`config.mk`:
```
export PLATFORM = sky130hd
export DESIGN_NAME = branchResolve
export DESIGN_NICKNAME = d
export VERILOG_FILES = /design/src/design/coreTypesPkg.sv /design/src/design/branchOpsPkg.sv /design/src/design/branchUnit.sv /design/src/design/branchSelector.sv /design/src/design/flushTracker.sv /design/src/design/branchResolve.sv
export SDC_FILE = /design/constraint.sdc
export NUM_CORES = 1
export LEC_CHECK = 0
export CAP_MARGIN = 20
export CORE_AREA = 2 2 202 204
export CTS_CLUSTER_SIZE = 16
export DETAILED_ROUTE_END_ITERATION = 10
export DIE_AREA = 0 0 204 206
export DONT_BUFFER_PORTS = 1
export SYNTH_ARGS = -nofsm -noshare
export SYNTH_HDL_FRONTEND = slang
export SYNTH_HIERARCHICAL = 1
export SYNTH_SLANG_ARGS = --single-unit
```
`constraint.sdc`:
```
create_clock -name clk -period 10.2 [get_ports clk]
set_input_delay 2.04 -clock clk [delete_from_list [all_inputs] [get_ports clk]]
set_output_delay 2.04 -clock clk [all_outputs]
set_load 0.01 [all_outputs]
```
`src/design/coreTypesPkg.sv`:
```
package coreTypesPkg;

    ////////////////////////////////////////
    // program counter
    ////////////////////////////////////////

    localparam int PC_W = 32;     // byte address width.

    typedef logic [PC_W-1:0] pcT;

    ////////////////////////////////////////
    // sequence numbers
    ////////////////////////////////////////

    // Age is taken from the sign of the wrap-around difference, so two
    // numbers being compared must stay within half of the range.
    localparam int SQN_W = 7;

    typedef logic [SQN_W-1:0] sqnT;

endpackage

```
`src/design/branchOpsPkg.sv`:
```
package branchOpsPkg;

    ////////////////////////////////////////
    // branch opcodes
    ////////////////////////////////////////

    typedef enum logic [2:0] {
        BEQ  = 3'd0,    // equal.
        BNE  = 3'd1,    // not equal.
        BLT  = 3'd2,    // signed less than.
        BGE  = 3'd3,    // signed greater or equal.
        BLTU = 3'd4,    // unsigned less than.
        BGEU = 3'd5,    // unsigned greater or equal.
        JAL  = 3'd6     // unconditional jump.
    } branchOpT;

    ////////////////////////////////////////
    // instruction size
    ////////////////////////////////////////

    // fall-through step for a branch that is not taken.
    localparam int INSN_BYTES = 4;

endpackage

```
`src/design/branchUnit.sv`:
```
`timescale 1ns/1ns

module branchUnit
    import coreTypesPkg::*;
    import branchOpsPkg::*;
(
    input  logic     clk,
    input  logic     rst,

    input  logic     issueValid,
    input  branchOpT op,
    input  pcT       srcA,
    input  pcT       srcB,
    input  pcT       pc,
    input  pcT       imm,
    input  logic     predTaken,
    input  sqnT      sqN,

    output logic     mispValid,
    output pcT       mispPc,
    output sqnT      mispSqN
);

    logic taken;
    logic mispredict;
    pcT   target;

    ////////////////////////////////////////
    // condition evaluation
    ////////////////////////////////////////

    always_comb begin
        case (op)
            BEQ:     taken = (srcA == srcB);
            BNE:     taken = (srcA != srcB);
            BLT:     taken = ($signed(srcA) < $signed(srcB));
            BGE:     taken = ($signed(srcA) >= $signed(srcB));
            BLTU:    taken = (srcA < srcB);
            BGEU:    taken = (srcA >= srcB);
            JAL:     taken = 1'b1;
            default: taken = 1'b0;      // unused encoding falls through.
        endcase
    end

    // corrected fetch address for the actual direction.
    assign target = taken ? (pc + imm) : (pc + pcT'(INSN_BYTES));

    assign mispredict = issueValid && (taken != predTaken);

    ////////////////////////////////////////
    // mispredict record
    ////////////////////////////////////////

    always_ff @(posedge clk) begin
        if (rst) begin
            mispValid <= 1'b0;
        end else begin
            mispValid <= mispredict;    // one cycle pulse.
        end
    end

    always_ff @(posedge clk) begin
        mispPc  <= target;
        mispSqN <= sqN;
    end

endmodule

```
`src/design/branchSelector.sv`:
```
`timescale 1ns/1ns

module branchSelector
    import coreTypesPkg::*;
#(
    parameter int numUnits = 3
) (
    input  logic clk,
    input  logic rst,

    input  logic mispValid [numUnits],
    input  pcT   mispPc    [numUnits],
    input  sqnT  mispSqN   [numUnits],

    input  logic trapValid,
    input  pcT   trapPc,
    input  sqnT  trapSqN,

    input  logic flushing,

    output logic redirValid,
    output pcT   redirPc,
    output sqnT  redirSqN,
    output logic fromBranch
);

    sqnT  flushSqN;
    logic unitValid;
    pcT   unitPc;
    sqnT  unitSqN;
    logic trapOk;

    // true when a is older than b.
    function automatic logic isOlder(input sqnT a, input sqnT b);
        sqnT diff;
        diff = a - b;
        return $signed(diff) < 0;
    endfunction

    // a slot passes when no flush runs or it predates the flushing one.
    function automatic logic passFlush(input sqnT s, input logic busy, input sqnT ref_);
        return !busy || isOlder(s, ref_);
    endfunction

    ////////////////////////////////////////
    // oldest eligible unit
    ////////////////////////////////////////

    always_comb begin
        unitValid = 1'b0;
        unitPc    = '0;
        unitSqN   = '0;
        for (int i = 0; i < numUnits; i++) begin
            if (mispValid[i] && passFlush(mispSqN[i], flushing, flushSqN) &&
                (!unitValid || isOlder(mispSqN[i], unitSqN))) begin
                unitValid = 1'b1;
                unitPc    = mispPc[i];
                unitSqN   = mispSqN[i];
            end
        end
    end

    ////////////////////////////////////////
    // trap override
    ////////////////////////////////////////

    assign trapOk = trapValid && passFlush(trapSqN, flushing, flushSqN);

    always_comb begin
        if (trapOk) begin
            redirValid = 1'b1;
            redirPc    = trapPc;
            redirSqN   = trapSqN;
            fromBranch = 1'b0;
        end else begin
            redirValid = unitValid;
            redirPc    = unitPc;
            redirSqN   = unitSqN;
            fromBranch = unitValid && !flushing;    // counts fresh mispredicts only.
        end
    end

    always_ff @(posedge clk) begin
        if (rst) begin
            flushSqN <= '0;
        end else if (redirValid) begin
            flushSqN <= redirSqN;       // newest issued redirect.
        end
    end

endmodule

```
`src/design/flushTracker.sv`:
```
`timescale 1ns/1ns

module flushTracker #(
    parameter int flushCycles = 4,
    parameter int cntW        = 16
) (
    input  logic            clk,
    input  logic            rst,

    input  logic            redirValid,
    input  logic            fromBranch,

    output logic            flushing,
    output logic [cntW-1:0] mispredCount
);

    localparam int timerW = $clog2(flushCycles + 1);

    logic [timerW-1:0] timer;

    ////////////////////////////////////////
    // flush window
    ////////////////////////////////////////

    always_ff @(posedge clk) begin
        if (rst) begin
            timer <= '0;
        end else if (redirValid) begin
            timer <= timerW'(flushCycles);     // restart on every redirect.
        end else if (timer != '0) begin
            timer <= timer - 1'b1;
        end
    end

    assign flushing = (timer != '0);

    ////////////////////////////////////////
    // mispredict counter
    ////////////////////////////////////////

    always_ff @(posedge clk) begin
        if (rst) begin
            mispredCount <= '0;
        end else if (fromBranch && (mispredCount != '1)) begin
            mispredCount <= mispredCount + 1'b1;    // saturates at all ones.
        end
    end

endmodule

```
`src/design/branchResolve.sv`:
```
`timescale 1ns/1ns

module branchResolve
    import coreTypesPkg::*;
    import branchOpsPkg::*;
#(
    parameter int numUnits    = 3,
    parameter int flushCycles = 4,
    parameter int cntW        = 16
) (
    input  logic            clk,
    input  logic            rst,

    input  logic            issueValid [numUnits],
    input  branchOpT        op         [numUnits],
    input  pcT              srcA       [numUnits],
    input  pcT              srcB       [numUnits],
    input  pcT              pc         [numUnits],
    input  pcT              imm        [numUnits],
    input  logic            predTaken  [numUnits],
    input  sqnT             sqN        [numUnits],

    input  logic            trapValid,
    input  pcT              trapPc,
    input  sqnT             trapSqN,

    output logic            redirValid,
    output pcT              redirPc,
    output sqnT             redirSqN,
    output logic            flushing,
    output logic [cntW-1:0] mispredCount
);

    logic mispValid [numUnits];
    pcT   mispPc    [numUnits];
    sqnT  mispSqN   [numUnits];
    logic fromBranch;

    ////////////////////////////////////////
    // branch units
    ////////////////////////////////////////

    for (genvar u = 0; u < numUnits; u++) begin : genUnit
        branchUnit unit (
            .clk        (clk),
            .rst        (rst),
            .issueValid (issueValid[u]),
            .op         (op[u]),
            .srcA       (srcA[u]),
            .srcB       (srcB[u]),
            .pc         (pc[u]),
            .imm        (imm[u]),
            .predTaken  (predTaken[u]),
            .sqN        (sqN[u]),
            .mispValid  (mispValid[u]),
            .mispPc     (mispPc[u]),
            .mispSqN    (mispSqN[u])
        );
    end

    ////////////////////////////////////////
    // redirect selection and flush
    ////////////////////////////////////////

    branchSelector #(
        .numUnits (numUnits)
    ) selector (
        .clk        (clk),
        .rst        (rst),
        .mispValid  (mispValid),
        .mispPc     (mispPc),
        .mispSqN    (mispSqN),
        .trapValid  (trapValid),
        .trapPc     (trapPc),
        .trapSqN    (trapSqN),
        .flushing   (flushing),
        .redirValid (redirValid),
        .redirPc    (redirPc),
        .redirSqN   (redirSqN),
        .fromBranch (fromBranch)
    );

    flushTracker #(
        .flushCycles (flushCycles),
        .cntW        (cntW)
    ) tracker (
        .clk          (clk),
        .rst          (rst),
        .redirValid   (redirValid),
        .fromBranch   (fromBranch),
        .flushing     (flushing),
        .mispredCount (mispredCount)
    );

endmodule

```
Word level (Yosys, flattened, before mapping)
Cells that the tools add are included.
W data, S select, Z words.
- add/sub/neg operators: 14
- order comparisons: 18
- equality and inequality tests: 28
- mux-type cells: 21
- reductions and logical operators: 26
- operators by type and width (kind ; number):
    $mux W32 ; 7
    $ge A32 B32 Y1 ; 6
    $lt A32 B32 Y1 ; 6
    $add A32 B3 Y32 const B ; 3
    $add A32 B32 Y32 ; 3
    $eq A32 B32 Y1 ; 3
    $ne A32 B32 Y1 ; 3
    $lt A7 B1 Y1 const B ; 6
    $sub A7 B7 Y7 ; 6
    $mux W7 ; 4
    $eq A3 B3 Y1 const B ; 9
    $pmux W1 S7 ; 3
    $eq A3 B2 Y1 const B ; 6
    $add A16 B1 Y16 const B ; 1
    $ne A16 B16 Y1 const B ; 1
    $logic_and A1 B1 Y1 ; 11
    $eq A3 B1 Y1 const B ; 3
    $logic_not A3 Y1 ; 3
    $logic_or A1 B1 Y1 ; 6
    $mux W3 ; 2
    $mux W1 ; 5
    $logic_not A1 Y1 ; 3
    $ne A1 B1 Y1 ; 3
    $reduce_bool A3 Y1 ; 1
    other kinds (3) ; 3
- register bits: 146
- input bits: 462
- output and inout bits: 57
- logic and storage cells: 120

Longest topological paths before layout
- depth in word-level cells: 18
- mapped depth: 31
- gate-level depth less buffers: 28

Modules after synthesis
The synthesis kept the hierarchy.
- by module, submodules not included (module ; instances ; cells each ; area each (um^2) ; seq. area each (um^2)):
    branchUnit ; 3 ; 512 ; 3952.5 ; 800.8
    branchSelector ; 1 ; 291 ; 2394.8 ; 140.1
    flushTracker ; 1 ; 118 ; 1062.3 ; 380.4

Worst setup path after synthesis
No wires, ideal clock.
- kind: register to output
- start point: reg selector.flushSqN[3]
- end point: out redirPc[21]
- data arrival time: 6.024 ns
- data required time: 8.160 ns
- path slack: 2.136 ns
- cell stages (with the launch flop): 31
- buffers on the path: 2
- cell sequence: dfxtp_1 inv_1 ha_1 a211o_1 o211ai_1 o21ai_1 a31o_2 nor2_1 nand2_1 ha_1 a21o_1 a21o_1 a221oi_1 inv_1 xnor2_1 a21oi_1 clkbuf_1 a22oi_1 ha_1 a21o_1 a21oi_1 nor2b_1 nor4_1 o2111ai_1 a211o_1 nand3_1 or3_4 nand3_2 nand2_1 clkbuf_1 o221a_1
- longest elaborated chain between the ends: 16
- elaborated cells between the ends (all ways): 34
- classes of those cells: add/sub (6); order compare (6); mux (8); reduce/logical (14)
- RTL lines (item ; RTL line ; source):
    start, declared ; branchSelector.sv:27 ; sqnT flushSqN;
    start signal, assigned ; branchSelector.sv:87 ; flushSqN <= redirSqN;
    $sub A7 B7 Y7 ; branchSelector.sv:36 ; diff = a - b;
    $lt A7 B1 Y1 ; branchSelector.sv:37 ; return $signed(diff) < 0;
    $logic_or A1 B1 Y1 ; branchSelector.sv:42 ; return !busy || isOlder(s, ref_);
    $logic_and A1 B1 Y1 ; branchSelector.sv:54 ; if (mispValid[i] && passFlush(mispSqN[i], flushing, flushSqN) &&
    $mux W7 ; branchSelector.sv:54 ;
    $sub A7 B7 Y7 ; branchSelector.sv:36 ;
    $lt A7 B1 Y1 ; branchSelector.sv:37 ;
    $logic_or A1 B1 Y1 ; branchSelector.sv:55 ; (!unitValid || isOlder(mispSqN[i], unitSqN))) begin
    $logic_and A1 B1 Y1 ; branchSelector.sv:54 ;
    $mux W7 ; branchSelector.sv:54 ;
    $sub A7 B7 Y7 ; branchSelector.sv:36 ;
    $lt A7 B1 Y1 ; branchSelector.sv:37 ;
    $logic_or A1 B1 Y1 ; branchSelector.sv:55 ;
    $logic_and A1 B1 Y1 ; branchSelector.sv:54 ;
    $mux W32 ; branchSelector.sv:54 ;
    $mux W32 (*) ; branchSelector.sv:70 ; if (trapOk) begin
    end, declared ; branchResolve.sv:28 ; output pcT redirPc,
Every way passes the cells marked *; elsewhere a longest branch is shown, timed or not.

Final worst setup path
- start point: reg selector.flushSqN[3]
- end point: out redirPc[23]
Same word-level chain as after synthesis.

==> reports/results.tsv <==
metric	value	unit
Mapped Area	0.0153	sq mm
Worst Path Buf+Inv	5	
IO Port Bufs	0	
CTS clk-pin slew, worst paths	0.06	ns
clock skew	0.00810	ns
fin util	41.0	%
CTS Sinks	146	
wire per inst	22.5	microns
Yosys top cell by area	dfxtp_1	
commonest non-fill, non-tap cells in the layout	226 x ha_1, 193 x nand2_1, 159 x a21oi_1	
Starting DRT DRC Count	1064	
Slew @ Worst Pin	0.989	ns
boundary pin count	519	
final total power	2.66	mW
core area	0.0402	sq mm
Final #Nets	2620	
cell family with most CP delay	compound AO/OA/AOI/OAI gates	
Arr. time, crit path	7.67	ns
# DRC	0	
setup tns final	0	ns
CP Max Fanout	23	
Worst IR Drop VDD	114	uV
RSZ-0062 raised after global routing	false	
type of the worst setup path	register to primary output	
Site Rows	74	
Gate Count Post-Synth	1945	
max-cap violations	0	
post-layout min period	9.71	ns
Critical Path RT	8.16	ns
number of flops mapped to enable cells by yosys	0	
slowest CP cell	a221oi_2	
P_leak	7.23	nW
Distinct cells, synth	83	
total track usage	25.6	%
dpl hpwl	47.2	mm
chip width	204	microns
pin count of the biggest net entering global routing	63	
post-cts hold buffer count	0	
Synth-to-Final Area Change	7.54	%
DP Area	0.0159	sq mm
total gr overflow	0	
DR vias	14500	
ranking of synthesized cells by area	dfxtp_1 19%, ha_1 18%, xnor2_1 6.0%, a21oi_1 5.2%, nand2_1 4.7%	
Root Driver	clkbuf_16	
fin cells	2480	
layout cells sized above 1	6.13	%
Seq/Total Area, Yosys	19.1	%
# resized after CTS	0	
commonest non-fill, non-tap cell in the layout	ha_1	
CTS tree	built	
Worst-Skew Late Latency	0.44	ns
die area	0.0420	sq mm
pre-CTS setup slack	0.851	ns
Power Density	162	mW/mm^2
vias in the first global route	13800	
remaining antenna violation count	0	
Syn Nets	2636	
final worst slack	0.491	ns
Initial Util	38.1	%
Setup violations, final	0	
Avg Cell Area, Syn	7.87	sq um
first-pass GRT wire length	81.4	mm
Hold Vio Cnt, Final	0	
Hold Slack	0.502	ns
yosys warns	6	
CP max stage delay	0.40	ns
register bit total from synthesis	146	
H-tree depth	4	
total CTS buffers	17	
Finished Cell Area	0.0165	sq mm
Cells after DPL	2442	
cell mode on critical path	ha_1	
async set-reset flop share out of synthesis	0	%
DIE HEIGHT	206	microns
Slew Viols, Final	0	
vias per std cell	5.85	
detailed-router iteration count before antenna repair	7	
Top FF cell, synth	dfxtp_1	
clk buf depth	2	
top achievable clock speed	103	MHz
Setup Fix Bufs, Post-CTS	0	
Tcrit/Tclk final	95.2	%
crit path launch type	register	
Worst Setup End Kind	primary output	
initial antenna violation count	9	
status	finished, final reports clean	
RePlAce Congestion	0.974	
area fraction of the dominant cell type after synthesis	19.1	%
routed wire length	55.8	mm
R2R Setup Slk	2.79	ns
HP Class	register to register	
Slew headroom	34.1	%
Fill cells	4093	
-- power breakdown --
group	total [mW]	switching [mW]	internal [mW]
clock	0.622	0.260	0.362
combinational	1.27	0.752	0.517
sequential	0.773	0.0980	0.675
total	2.66	1.11	1.55
-- path summary, 6_finish.rpt --
kind	startpoint	end	depth (start not counted)
worst max-delay path	selector/flushSqN[3]$_SDFFE_PP0P_	redirPc[23]	30
worst min register to register	selector/flushSqN[1]$_SDFFE_PP0P_	selector/flushSqN[1]$_SDFFE_PP0P_	2
worst min-delay path	selector/flushSqN[1]$_SDFFE_PP0P_	selector/flushSqN[1]$_SDFFE_PP0P_	2
worst max register to register	selector/flushSqN[3]$_SDFFE_PP0P_	selector/flushSqN[5]$_SDFFE_PP0P_	30
-- final cells by class --
class / instances / area, sq um / area share (%)
clock inverter: 7 / 73.8 / 0.448
timing repair buffer: 13 / 110 / 0.669
antenna: 6 / 15.0 / 0.0912
sequential: 146 / 2920 / 17.7
tap: 532 / 666 / 4.04
multi-input combinational: 1607 / 11600 / 70.7
clock buffer: 25 / 495 / 3.01
inverter: 144 / 541 / 3.28
-- cells in the mapped netlist, types with 43 or more instances --
cell     number
and3_1       43
ha_1        226
nand2_1     193
dfxtp_1     146
xor2_1       71
a21oi_1     160
nor2_1      124
xnor2_1     105
nand4_1      45
o21ai_0     126
inv_1       144
nand3_1      71
-- per-layer routing --
layer / part of all wire (%) / wire (microns) / up-vias / GRT usage [%]
met5: 0.088 / 49 / - / 0
met4: 3.4 / 1880 / 8 / 9.81
met3: 8.4 / 4700 / 85 / 7.41
met2: 46 / 25900 / 573 / 43.2
met1: 42 / 23200 / 6745 / 30.6
li1: - / - / 7100 / -
-- worst reg2reg max path: cells and delay by family (launching register included) --
kind	cells	cell delay, ns
AO/OA/AOI/OAI	14	3.15
XOR/XNOR	1	0.38
adder cells (fa/ha/maj)	3	0.93
buffers and inverters	5	1.05
flip-flops	1	0.33
AND/OR/NAND/NOR	7	1.44
-- flip-flops by register name, summed over array words and instances, names as in the netlist --
register,flops
genUnit.unit/mispPc,96
genUnit.unit/mispSqN,21
tracker/mispredCount,16
selector/flushSqN,7
genUnit.unit/mispValid,3
tracker/timer,3
-- cells by family (layout without fill, tap and decap cells) --
| group | count (synthesis) | count (layout) | share of synthesized area, % |
|---|---|---|---|
| AOI/OAI and AO/OA | 551 | 551 | 24.6 |
| and+or+nand+nor | 629 | 629 | 20.6 |
| muxes | 20 | 20 | 1.45 |
| adders and majority gates | 229 | 229 | 18.9 |
| other | 0 | 6 | 0 |
| DFF | 146 | 146 | 19.1 |
| xor gates and xnor gates | 178 | 178 | 10.3 |
| buffers and inverters | 192 | 189 | 5.17 |
(Power assumes the default switching activity.)
